<file path="src/hw/sha256_seq_pkg.sv">
package sha256_seq_pkg;

    // Sizes fixed by the SHA-256 standard
    localparam int WORD_W      = 32;  // Message and chaining word width
    localparam int BLOCK_WORDS = 16;  // Message words per 512-bit block
    localparam int NUM_ROUNDS  = 64;  // Compression rounds per block

    // Index widths derived from the sizes above
    localparam int ROUND_IDX_W = $clog2(NUM_ROUNDS);   // 6 bits, rounds 0..63
    localparam int WORD_IDX_W  = $clog2(BLOCK_WORDS);  // 4 bits, words 0..15

    // One message word or one working variable a..h
    typedef logic [WORD_W-1:0] word_t;

    // Round index, also drives the word read in the store
    typedef logic [ROUND_IDX_W-1:0] round_idx_t;

    // Index into the stored message words
    typedef logic [WORD_IDX_W-1:0] word_idx_t;

    // Sequencer states
    typedef enum logic [2:0] {
        IDLE,    // Waiting for start
        LOAD,    // Initial chaining state applied
        ROUNDS,  // 64 round cycles
        FINISH,  // Result latch cycle
        DONE     // Completion cycle
    } seq_state_e;

endpackage

</file>
<file path="src/hw/sha256_block_store.sv">
`timescale 1ns/1ps

module sha256_block_store
    import sha256_seq_pkg::*;
(
    input  logic       clk,
    input  logic       rst,
    input  logic       load_i,   // Capture strobe from the FSM
    input  round_idx_t round_i,  // Current round index
    input  word_t      w0_i,
    input  word_t      w1_i,
    input  word_t      w2_i,
    input  word_t      w3_i,
    input  word_t      w4_i,
    input  word_t      w5_i,
    input  word_t      w6_i,
    input  word_t      w7_i,
    input  word_t      w8_i,
    input  word_t      w9_i,
    input  word_t      w10_i,
    input  word_t      w11_i,
    input  word_t      w12_i,
    input  word_t      w13_i,
    input  word_t      w14_i,
    input  word_t      w15_i,
    input  word_t      hv_a_i,   // Chaining words a..h
    input  word_t      hv_b_i,
    input  word_t      hv_c_i,
    input  word_t      hv_d_i,
    input  word_t      hv_e_i,
    input  word_t      hv_f_i,
    input  word_t      hv_g_i,
    input  word_t      hv_h_i,
    output word_t      word_o,   // Stored word at the round index
    output word_t      hv_a_o,
    output word_t      hv_b_o,
    output word_t      hv_c_o,
    output word_t      hv_d_o,
    output word_t      hv_e_o,
    output word_t      hv_f_o,
    output word_t      hv_g_o,
    output word_t      hv_h_o
);

    word_t [BLOCK_WORDS-1:0] msg_in;  // Loose inputs gathered into one array
    word_t [BLOCK_WORDS-1:0] msg_q;   // Captured message block
    word_idx_t               rd_idx;  // Read pointer into msg_q

    assign msg_in[0]  = w0_i;
    assign msg_in[1]  = w1_i;
    assign msg_in[2]  = w2_i;
    assign msg_in[3]  = w3_i;
    assign msg_in[4]  = w4_i;
    assign msg_in[5]  = w5_i;
    assign msg_in[6]  = w6_i;
    assign msg_in[7]  = w7_i;
    assign msg_in[8]  = w8_i;
    assign msg_in[9]  = w9_i;
    assign msg_in[10] = w10_i;
    assign msg_in[11] = w11_i;
    assign msg_in[12] = w12_i;
    assign msg_in[13] = w13_i;
    assign msg_in[14] = w14_i;
    assign msg_in[15] = w15_i;

    // Message block, held between loads
    always_ff @(posedge clk or posedge rst) begin
        if (rst) begin
            msg_q <= '0;
        end else if (load_i) begin
            msg_q <= msg_in;
        end
    end

    // Chaining words a..h
    always_ff @(posedge clk or posedge rst) begin
        if (rst) begin
            hv_a_o <= '0;
            hv_b_o <= '0;
            hv_c_o <= '0;
            hv_d_o <= '0;
            hv_e_o <= '0;
            hv_f_o <= '0;
            hv_g_o <= '0;
            hv_h_o <= '0;
        end else if (load_i) begin
            hv_a_o <= hv_a_i;
            hv_b_o <= hv_b_i;
            hv_c_o <= hv_c_i;
            hv_d_o <= hv_d_i;
            hv_e_o <= hv_e_i;
            hv_f_o <= hv_f_i;
            hv_g_o <= hv_g_i;
            hv_h_o <= hv_h_i;
        end
    end

    // Low index bits only; the phase split lives in the FSM
    assign rd_idx = round_i[WORD_IDX_W-1:0];
    assign word_o = msg_q[rd_idx];  // Unregistered read

    // Block contents only move on the edge where load_i is seen
    a_store_stable : assert property (
        @(posedge clk) disable iff (rst)
        !load_i |=> $stable(msg_q) &&
                    $stable({hv_a_o, hv_b_o, hv_c_o, hv_d_o,
                             hv_e_o, hv_f_o, hv_g_o, hv_h_o})
    ) else $error("block store changed without a load");

endmodule

</file>
<file path="src/hw/sha256_round_fsm.sv">
`timescale 1ns/1ps

module sha256_round_fsm
    import sha256_seq_pkg::*;
(
    input  logic       clk,
    input  logic       rst,
    input  logic       start_i,         // One-cycle start strobe
    output logic       load_o,          // Capture strobe for the block store
    output logic       busy_o,          // Run in progress
    output logic       init_sel_o,      // Initial-state select in the LOAD cycle
    output logic       round_valid_o,   // A round is being presented
    output round_idx_t round_o,         // Current round index
    output logic       word_valid_o,    // Stored word valid in rounds 0..15
    output logic       expand_sel_o,    // Schedule expansion in rounds 16..63
    output logic       result_latch_o,  // After round 63
    output logic       done_o           // One cycle after result latch
);

    localparam round_idx_t LAST_ROUND = round_idx_t'(NUM_ROUNDS - 1);
    localparam round_idx_t FIRST_EXP  = round_idx_t'(BLOCK_WORDS);

    seq_state_e state_q;
    seq_state_e state_d;
    round_idx_t cnt_q;       // Round counter
    logic       start_ok;    // Start accepted this edge
    logic       word_phase;  // Counter still inside the message words

    // Start only counts in IDLE and is ignored while busy
    assign start_ok = start_i && (state_q == IDLE);

    // Next state
    always_comb begin
        state_d = state_q;
        unique case (state_q)
            IDLE: begin
                if (start_ok) begin
                    state_d = LOAD;
                end
            end
            LOAD: begin
                state_d = ROUNDS;  // Single cycle
            end
            ROUNDS: begin
                if (cnt_q == LAST_ROUND) begin
                    state_d = FINISH;
                end
            end
            FINISH: begin
                state_d = DONE;
            end
            DONE: begin
                state_d = IDLE;  // New start accepted from here on
            end
            default: begin
                state_d = IDLE;
            end
        endcase
    end

    always_ff @(posedge clk or posedge rst) begin
        if (rst) begin
            state_q <= IDLE;
        end else begin
            state_q <= state_d;
        end
    end

    // Round counter
    // Cleared in LOAD so round 0 starts on the next edge
    always_ff @(posedge clk or posedge rst) begin
        if (rst) begin
            cnt_q <= '0;
        end else if (state_q == LOAD) begin
            cnt_q <= '0;
        end else if (state_q == ROUNDS) begin
            cnt_q <= cnt_q + 1'b1;  // Wraps to 0 after round 63
        end
    end

    assign word_phase = (cnt_q < FIRST_EXP);

    // Strobe decode from state and counter
    assign load_o         = start_ok;  // Store captures on the same edge
    assign busy_o         = (state_q != IDLE);
    assign init_sel_o     = (state_q == LOAD);
    assign round_valid_o  = (state_q == ROUNDS);
    assign round_o        = cnt_q;
    assign word_valid_o   = round_valid_o && word_phase;
    assign expand_sel_o   = round_valid_o && !word_phase;
    assign result_latch_o = (state_q == FINISH);
    assign done_o         = (state_q == DONE);

    // Completion never overlaps a round and comes two cycles after the last one
    a_done_not_round : assert property (
        @(posedge clk) disable iff (rst)
        done_o |-> !round_valid_o && $past(round_valid_o, 2) &&
                   ($past(round_o, 2) == LAST_ROUND)
    ) else $error("done_o high during a round or not after the last round");

    // Load only from idle and the run starts with the init cycle
    a_load_from_idle : assert property (
        @(posedge clk) disable iff (rst)
        load_o |-> !busy_o ##1 (busy_o && init_sel_o)
    ) else $error("load_o fired while busy or run did not start");

    // Result latch leads done by exactly one cycle
    a_latch_then_done : assert property (
        @(posedge clk) disable iff (rst)
        result_latch_o |=> done_o
    ) else $error("done_o did not follow result_latch_o");

endmodule

</file>
<file path="src/hw/sha256_seq_top.sv">
`timescale 1ns/1ps

module sha256_seq_top
    import sha256_seq_pkg::*;
(
    input  logic       clk,
    input  logic       rst,
    input  logic       start_i,         // One-cycle start strobe
    input  word_t      w0_i,            // Message words 0..15
    input  word_t      w1_i,
    input  word_t      w2_i,
    input  word_t      w3_i,
    input  word_t      w4_i,
    input  word_t      w5_i,
    input  word_t      w6_i,
    input  word_t      w7_i,
    input  word_t      w8_i,
    input  word_t      w9_i,
    input  word_t      w10_i,
    input  word_t      w11_i,
    input  word_t      w12_i,
    input  word_t      w13_i,
    input  word_t      w14_i,
    input  word_t      w15_i,
    input  word_t      hv_a_i,          // Chaining words a..h
    input  word_t      hv_b_i,
    input  word_t      hv_c_i,
    input  word_t      hv_d_i,
    input  word_t      hv_e_i,
    input  word_t      hv_f_i,
    input  word_t      hv_g_i,
    input  word_t      hv_h_i,
    output logic       busy_o,
    output logic       init_sel_o,
    output logic       round_valid_o,
    output round_idx_t round_o,
    output logic       word_valid_o,
    output word_t      word_o,          // Valid only with word_valid_o
    output logic       expand_sel_o,
    output logic       result_latch_o,
    output logic       done_o,
    output word_t      hv_a_o,
    output word_t      hv_b_o,
    output word_t      hv_c_o,
    output word_t      hv_d_o,
    output word_t      hv_e_o,
    output word_t      hv_f_o,
    output word_t      hv_g_o,
    output word_t      hv_h_o
);

    logic load_w;  // FSM to store capture strobe

    sha256_round_fsm sha256_round_fsm_inst (
        .clk            (clk),
        .rst            (rst),
        .start_i        (start_i),
        .load_o         (load_w),
        .busy_o         (busy_o),
        .init_sel_o     (init_sel_o),
        .round_valid_o  (round_valid_o),
        .round_o        (round_o),          // Also the store read index
        .word_valid_o   (word_valid_o),
        .expand_sel_o   (expand_sel_o),
        .result_latch_o (result_latch_o),
        .done_o         (done_o)
    );

    sha256_block_store sha256_block_store_inst (
        .clk     (clk),
        .rst     (rst),
        .load_i  (load_w),
        .round_i (round_o),
        .w0_i    (w0_i),
        .w1_i    (w1_i),
        .w2_i    (w2_i),
        .w3_i    (w3_i),
        .w4_i    (w4_i),
        .w5_i    (w5_i),
        .w6_i    (w6_i),
        .w7_i    (w7_i),
        .w8_i    (w8_i),
        .w9_i    (w9_i),
        .w10_i   (w10_i),
        .w11_i   (w11_i),
        .w12_i   (w12_i),
        .w13_i   (w13_i),
        .w14_i   (w14_i),
        .w15_i   (w15_i),
        .hv_a_i  (hv_a_i),
        .hv_b_i  (hv_b_i),
        .hv_c_i  (hv_c_i),
        .hv_d_i  (hv_d_i),
        .hv_e_i  (hv_e_i),
        .hv_f_i  (hv_f_i),
        .hv_g_i  (hv_g_i),
        .hv_h_i  (hv_h_i),
        .word_o  (word_o),
        .hv_a_o  (hv_a_o),
        .hv_b_o  (hv_b_o),
        .hv_c_o  (hv_c_o),
        .hv_d_o  (hv_d_o),
        .hv_e_o  (hv_e_o),
        .hv_f_o  (hv_f_o),
        .hv_g_o  (hv_g_o),
        .hv_h_o  (hv_h_o)
    );

endmodule

</file>
<file path="config.mk">
export PLATFORM = sky130hd
export DESIGN_NAME = sha256_seq_top
export DESIGN_NICKNAME = d
export VERILOG_FILES = /design/src/hw/sha256_seq_pkg.sv /design/src/hw/sha256_block_store.sv /design/src/hw/sha256_round_fsm.sv /design/src/hw/sha256_seq_top.sv
export SDC_FILE = /design/constraint.sdc
export NUM_CORES = 1
export LEC_CHECK = 0
export BUFFER_PORTS_ARGS = -buffer_cell sky130_fd_sc_hd__buf_4
export CAP_MARGIN = 0
export CORE_AREA = 3 3 418 420
export DETAILED_ROUTE_END_ITERATION = 10
export DIE_AREA = 0 0 421 423
export PLACE_DENSITY = 0.45
export RECOVER_POWER = 25
export SYNTH_ARGS = -nofsm -noshare
export SYNTH_HDL_FRONTEND = slang
export SYNTH_HIERARCHICAL = 1
export SYNTH_SLANG_ARGS = --single-unit
export TNS_END_PERCENT = 10
</file>
<file path="constraint.sdc">
create_clock -name clk -period 26.9 [get_ports clk]
set_input_delay 5.38 -clock clk [delete_from_list [all_inputs] [get_ports clk]]
set_output_delay 5.38 -clock clk [all_outputs]
set_load 0.01 [all_outputs]
</file>
==> summary.md <==
| Metric | Value |
|---|---|
| Max_cap viols | `7` |
| Mapped Area | `0.0325 sq mm` |
| Setup CP Type | `in -> async` |
| Hold-fix buffers at CTS | `0` |
| CP Capture Type | `async pin` |
| Final wirelength | `121000 microns` |
| Worst Tran Pin Value | `8.56 ns` |
| Core Box Area | `0.171 sq mm` |
| Global route overflow | `0` |
| Synth Instances | `1940` |
| Area of the multi-input gates | `0.0124 sq mm` |
| Most common cell after layout, fill and taps aside | `buf_4` |
| Synthesized net count | `2712` |
| Peak fanout along the critical path | `147` |
| Min-Delay Path Class | `reg -> reg` |
| Post-synthesis sequential area ratio | `59.9%` |
| Synth-to-Final Area Change | `41.9%` |
| Fin util | `26.9%` |
| Final period utilization | `56.1%` |
| # rows | `152` |
| Distinct cells, synth | `30` |
| Routed length per placed instance | `22.4 microns` |
| Leading area contributor after synthesis | `dfrtp_1` |
| Boundary pin count | `1072` |
| First DRT Iteration DRCs | `850` |
| Port Buffers | `1071` |
| Final hold viol count | `0` |
| CTS tree | `built` |
| R2R setup slack | `16.23 ns` |
| First-pass DRT Iterations | `6` |
| PD cells | `59.7 mW/mm^2` |
| Leakage | `21.4 nW` |
| Area contributors post-synth | `dfrtp_1, mux2_2, mux4_2` |
| Required @ worst endpoint | `25.66 ns` |
| First-pass GRT wire length | `171000 microns` |
| Post-route ant nets | `0` |
| Synth Register Bits | `777` |
| Share of the synthesized area in the top cell type | `59.9%` |
| Starting Density | `18.9%` |
| WP data arrival | `13.86 ns` |
| Total negative slack | `0 ns` |
| Root Driver | `clkbuf_16` |
| Antenna violations before repair | `30` |
| RSZ-0062 raised after global routing | `false` |
| Synth Area per Inst | `16.7 sq um` |
| Share of cells above drive strength 1 | `69.5%` |
| Postcts setup bufs | `0` |
| Sw power | `646 uW` |
| # fillers | `17800` |
| Failing checks | `capacitance limit, slew limit` |
| Gpl congestion | `0.755` |
| Final setup fails | `0` |
| Clk slew on worst S/H paths | `0.06 ns` |
| Internal | `2.10 mW` |
| Max VDD drop | `0.0518 mV` |
| DIE AREA | `0.178 sq mm` |
| Vias/cell | `3.91` |
| Clk buf depth | `3` |
| CP Launch Type | `input port` |
| Largest net degree at the start of global routing | `156` |
| Final Max Tran Viols | `592` |
| Sw frac | `23.5%` |
| Die height | `423 microns` |
| Clock power frac | `45.3%` |
| DRC errors left | `0` |
| Most frequent cells in the layout | `buf_4, dfrtp_1, mux2_2` |
| Worst-case clock skew | `0.0285 ns` |
| Vias in the first global route | `22900` |
| DP HPWL | `90900 microns` |
| # resized after CTS | `0` |
| Slew HR | `-470%` |
| FF/Latch Area | `0.0194 sq mm` |
| Routed vias | `21200` |
| Sequential share of power | `45.9%` |
| GRT Total Usage | `13.3%` |
| H-tree levels | `3` |
| Die W | `421 microns` |
| Combinational share of power | `8.8%` |
| Clock sink count | `777` |
| CTS Buf Count | `95` |
| Fmax | `66.2 MHz` |
| Layout Nets | `3779` |
| Worst-skew pair later-pin latency | `0.71 ns` |
| Final min period | `15.10 ns` |
| YS warnings | `6` |
| Status | `complete, but fails checks` |
-- cell families after synthesis --
kind of cell | Yosys count | synth area share [%]
buf+inv | 135 | 2.02
compound gates | 67 | 1.53
flops | 777 | 59.9
fa+ha+maj | 1 | 0.0385
simple gates | 61 | 0.879
mux | 899 | 35.6
-- synthesized netlist by cell type (all sizes together) --
| master | n |
|---|---|
| or3 | 1 |
| o22ai | 1 |
| and3b | 2 |
| nor3 | 1 |
| nor3b | 1 |
| buf | 104 |
| nor2 | 4 |
| clkinv | 1 |
| nand3 | 3 |
| inv | 4 |
| mux4 | 128 |
| a22oi | 64 |
| dfrtp | 777 |
| clkbuf | 26 |
| and3 | 1 |
| o21ai | 2 |
| mux2 | 768 |
| nand4bb | 1 |
| or3b | 2 |
| nand2 | 39 |
| and2 | 1 |
| ha | 1 |
| mux2i | 3 |
| nor2b | 2 |
| nand4 | 3 |
-- metrics by stage --
stage | hold WS (ns) | cells | total power [mW] | setup slack [ns] | cell area [sq um]
finish | 0.500 | 5408 | 2.75 | 11.80 | 46100
detailed placement | 0.491 | 5220 | 1.53 | 16.66 | 43100
CTS | 0.504 | 5382 | 2.81 | 16.84 | 46100
global route | 0.512 | 5402 | 2.88 | 9.68 | 46000
global placement | 0.484 | 5220 | 1.53 | 16.61 | 43100
floorplan | 0.475 | 1940 | 1.37 | 10.99 | 32500
-- cell type report --
type | instances | share of cell area (%)
tap | 2310 | 6.27
clock inverter | 26 | 0.557
sequential | 777 | 42.2
multi-input combinational | 1028 | 26.9
clock buffer | 136 | 5.91
antenna | 26 | 0.141
timing repair buffer | 1100 | 17.9
inverter | 5 | 0.0598
-- sequential cells by signal (all words and copies together) (netlist names) --
signal,flops
sha256_block_store_inst/hv_f_o,32
sha256_block_store_inst/hv_g_o,32
sha256_round_fsm_inst/round_o,6
sha256_round_fsm_inst/state_q,3
sha256_block_store_inst/msg_q,512
sha256_block_store_inst/hv_b_o,32
sha256_block_store_inst/hv_a_o,32
sha256_block_store_inst/hv_d_o,32
sha256_block_store_inst/hv_e_o,32
sha256_block_store_inst/hv_h_o,32
sha256_block_store_inst/hv_c_o,32
-- critical path, cell delays in order --
cell,delay [ns]
clkbuf_1,0.13
clkinvlp_4,0.08
clkbuf_1,2.13
clkbuf_1,5.85
-- routing by layer --
layer	GRT usage [%]	share of wire [%]
met4	4.65	2.5
met3	3.55	5.2
met2	23.8	53
met1	15.0	39
met5	0	0.0074
-- power groups by stage --
stage	logic (mW)	registers, mW	clock network, mW
6_report	0.242	1.26	1.25
5_1_grt	0.263	1.27	1.35
4_1_cts	0.249	1.26	1.30
3_5_place_dp	0.249	1.28	0
3_3_place_gp	0.247	1.28	0
2_1_floorplan	0.0866	1.28	0
-- path summary, 6_finish.rpt --
kind	startpoint	to	cells after the start
max	rst	sha256_block_store_inst/msg_q[41]$_DFFE_PP0P_	4
min	sha256_block_store_inst/msg_q[329]$_DFFE_PP0P_	sha256_block_store_inst/msg_q[329]$_DFFE_PP0P_	1
max reg2reg	sha256_round_fsm_inst/state_q[2]$_DFFE_PP0P_	sha256_block_store_inst/hv_a_o[4]$_DFFE_PP0P_	7
min reg2reg	sha256_block_store_inst/msg_q[329]$_DFFE_PP0P_	sha256_block_store_inst/msg_q[329]$_DFFE_PP0P_	1
max in group clk	start_i	sha256_block_store_inst/hv_a_o[4]$_DFFE_PP0P_	8
min in group asynchronous	rst	sha256_round_fsm_inst/round_o[0]$_DFFE_PP0P_	2
Note: power is estimated with default switching activity, not from simulation.
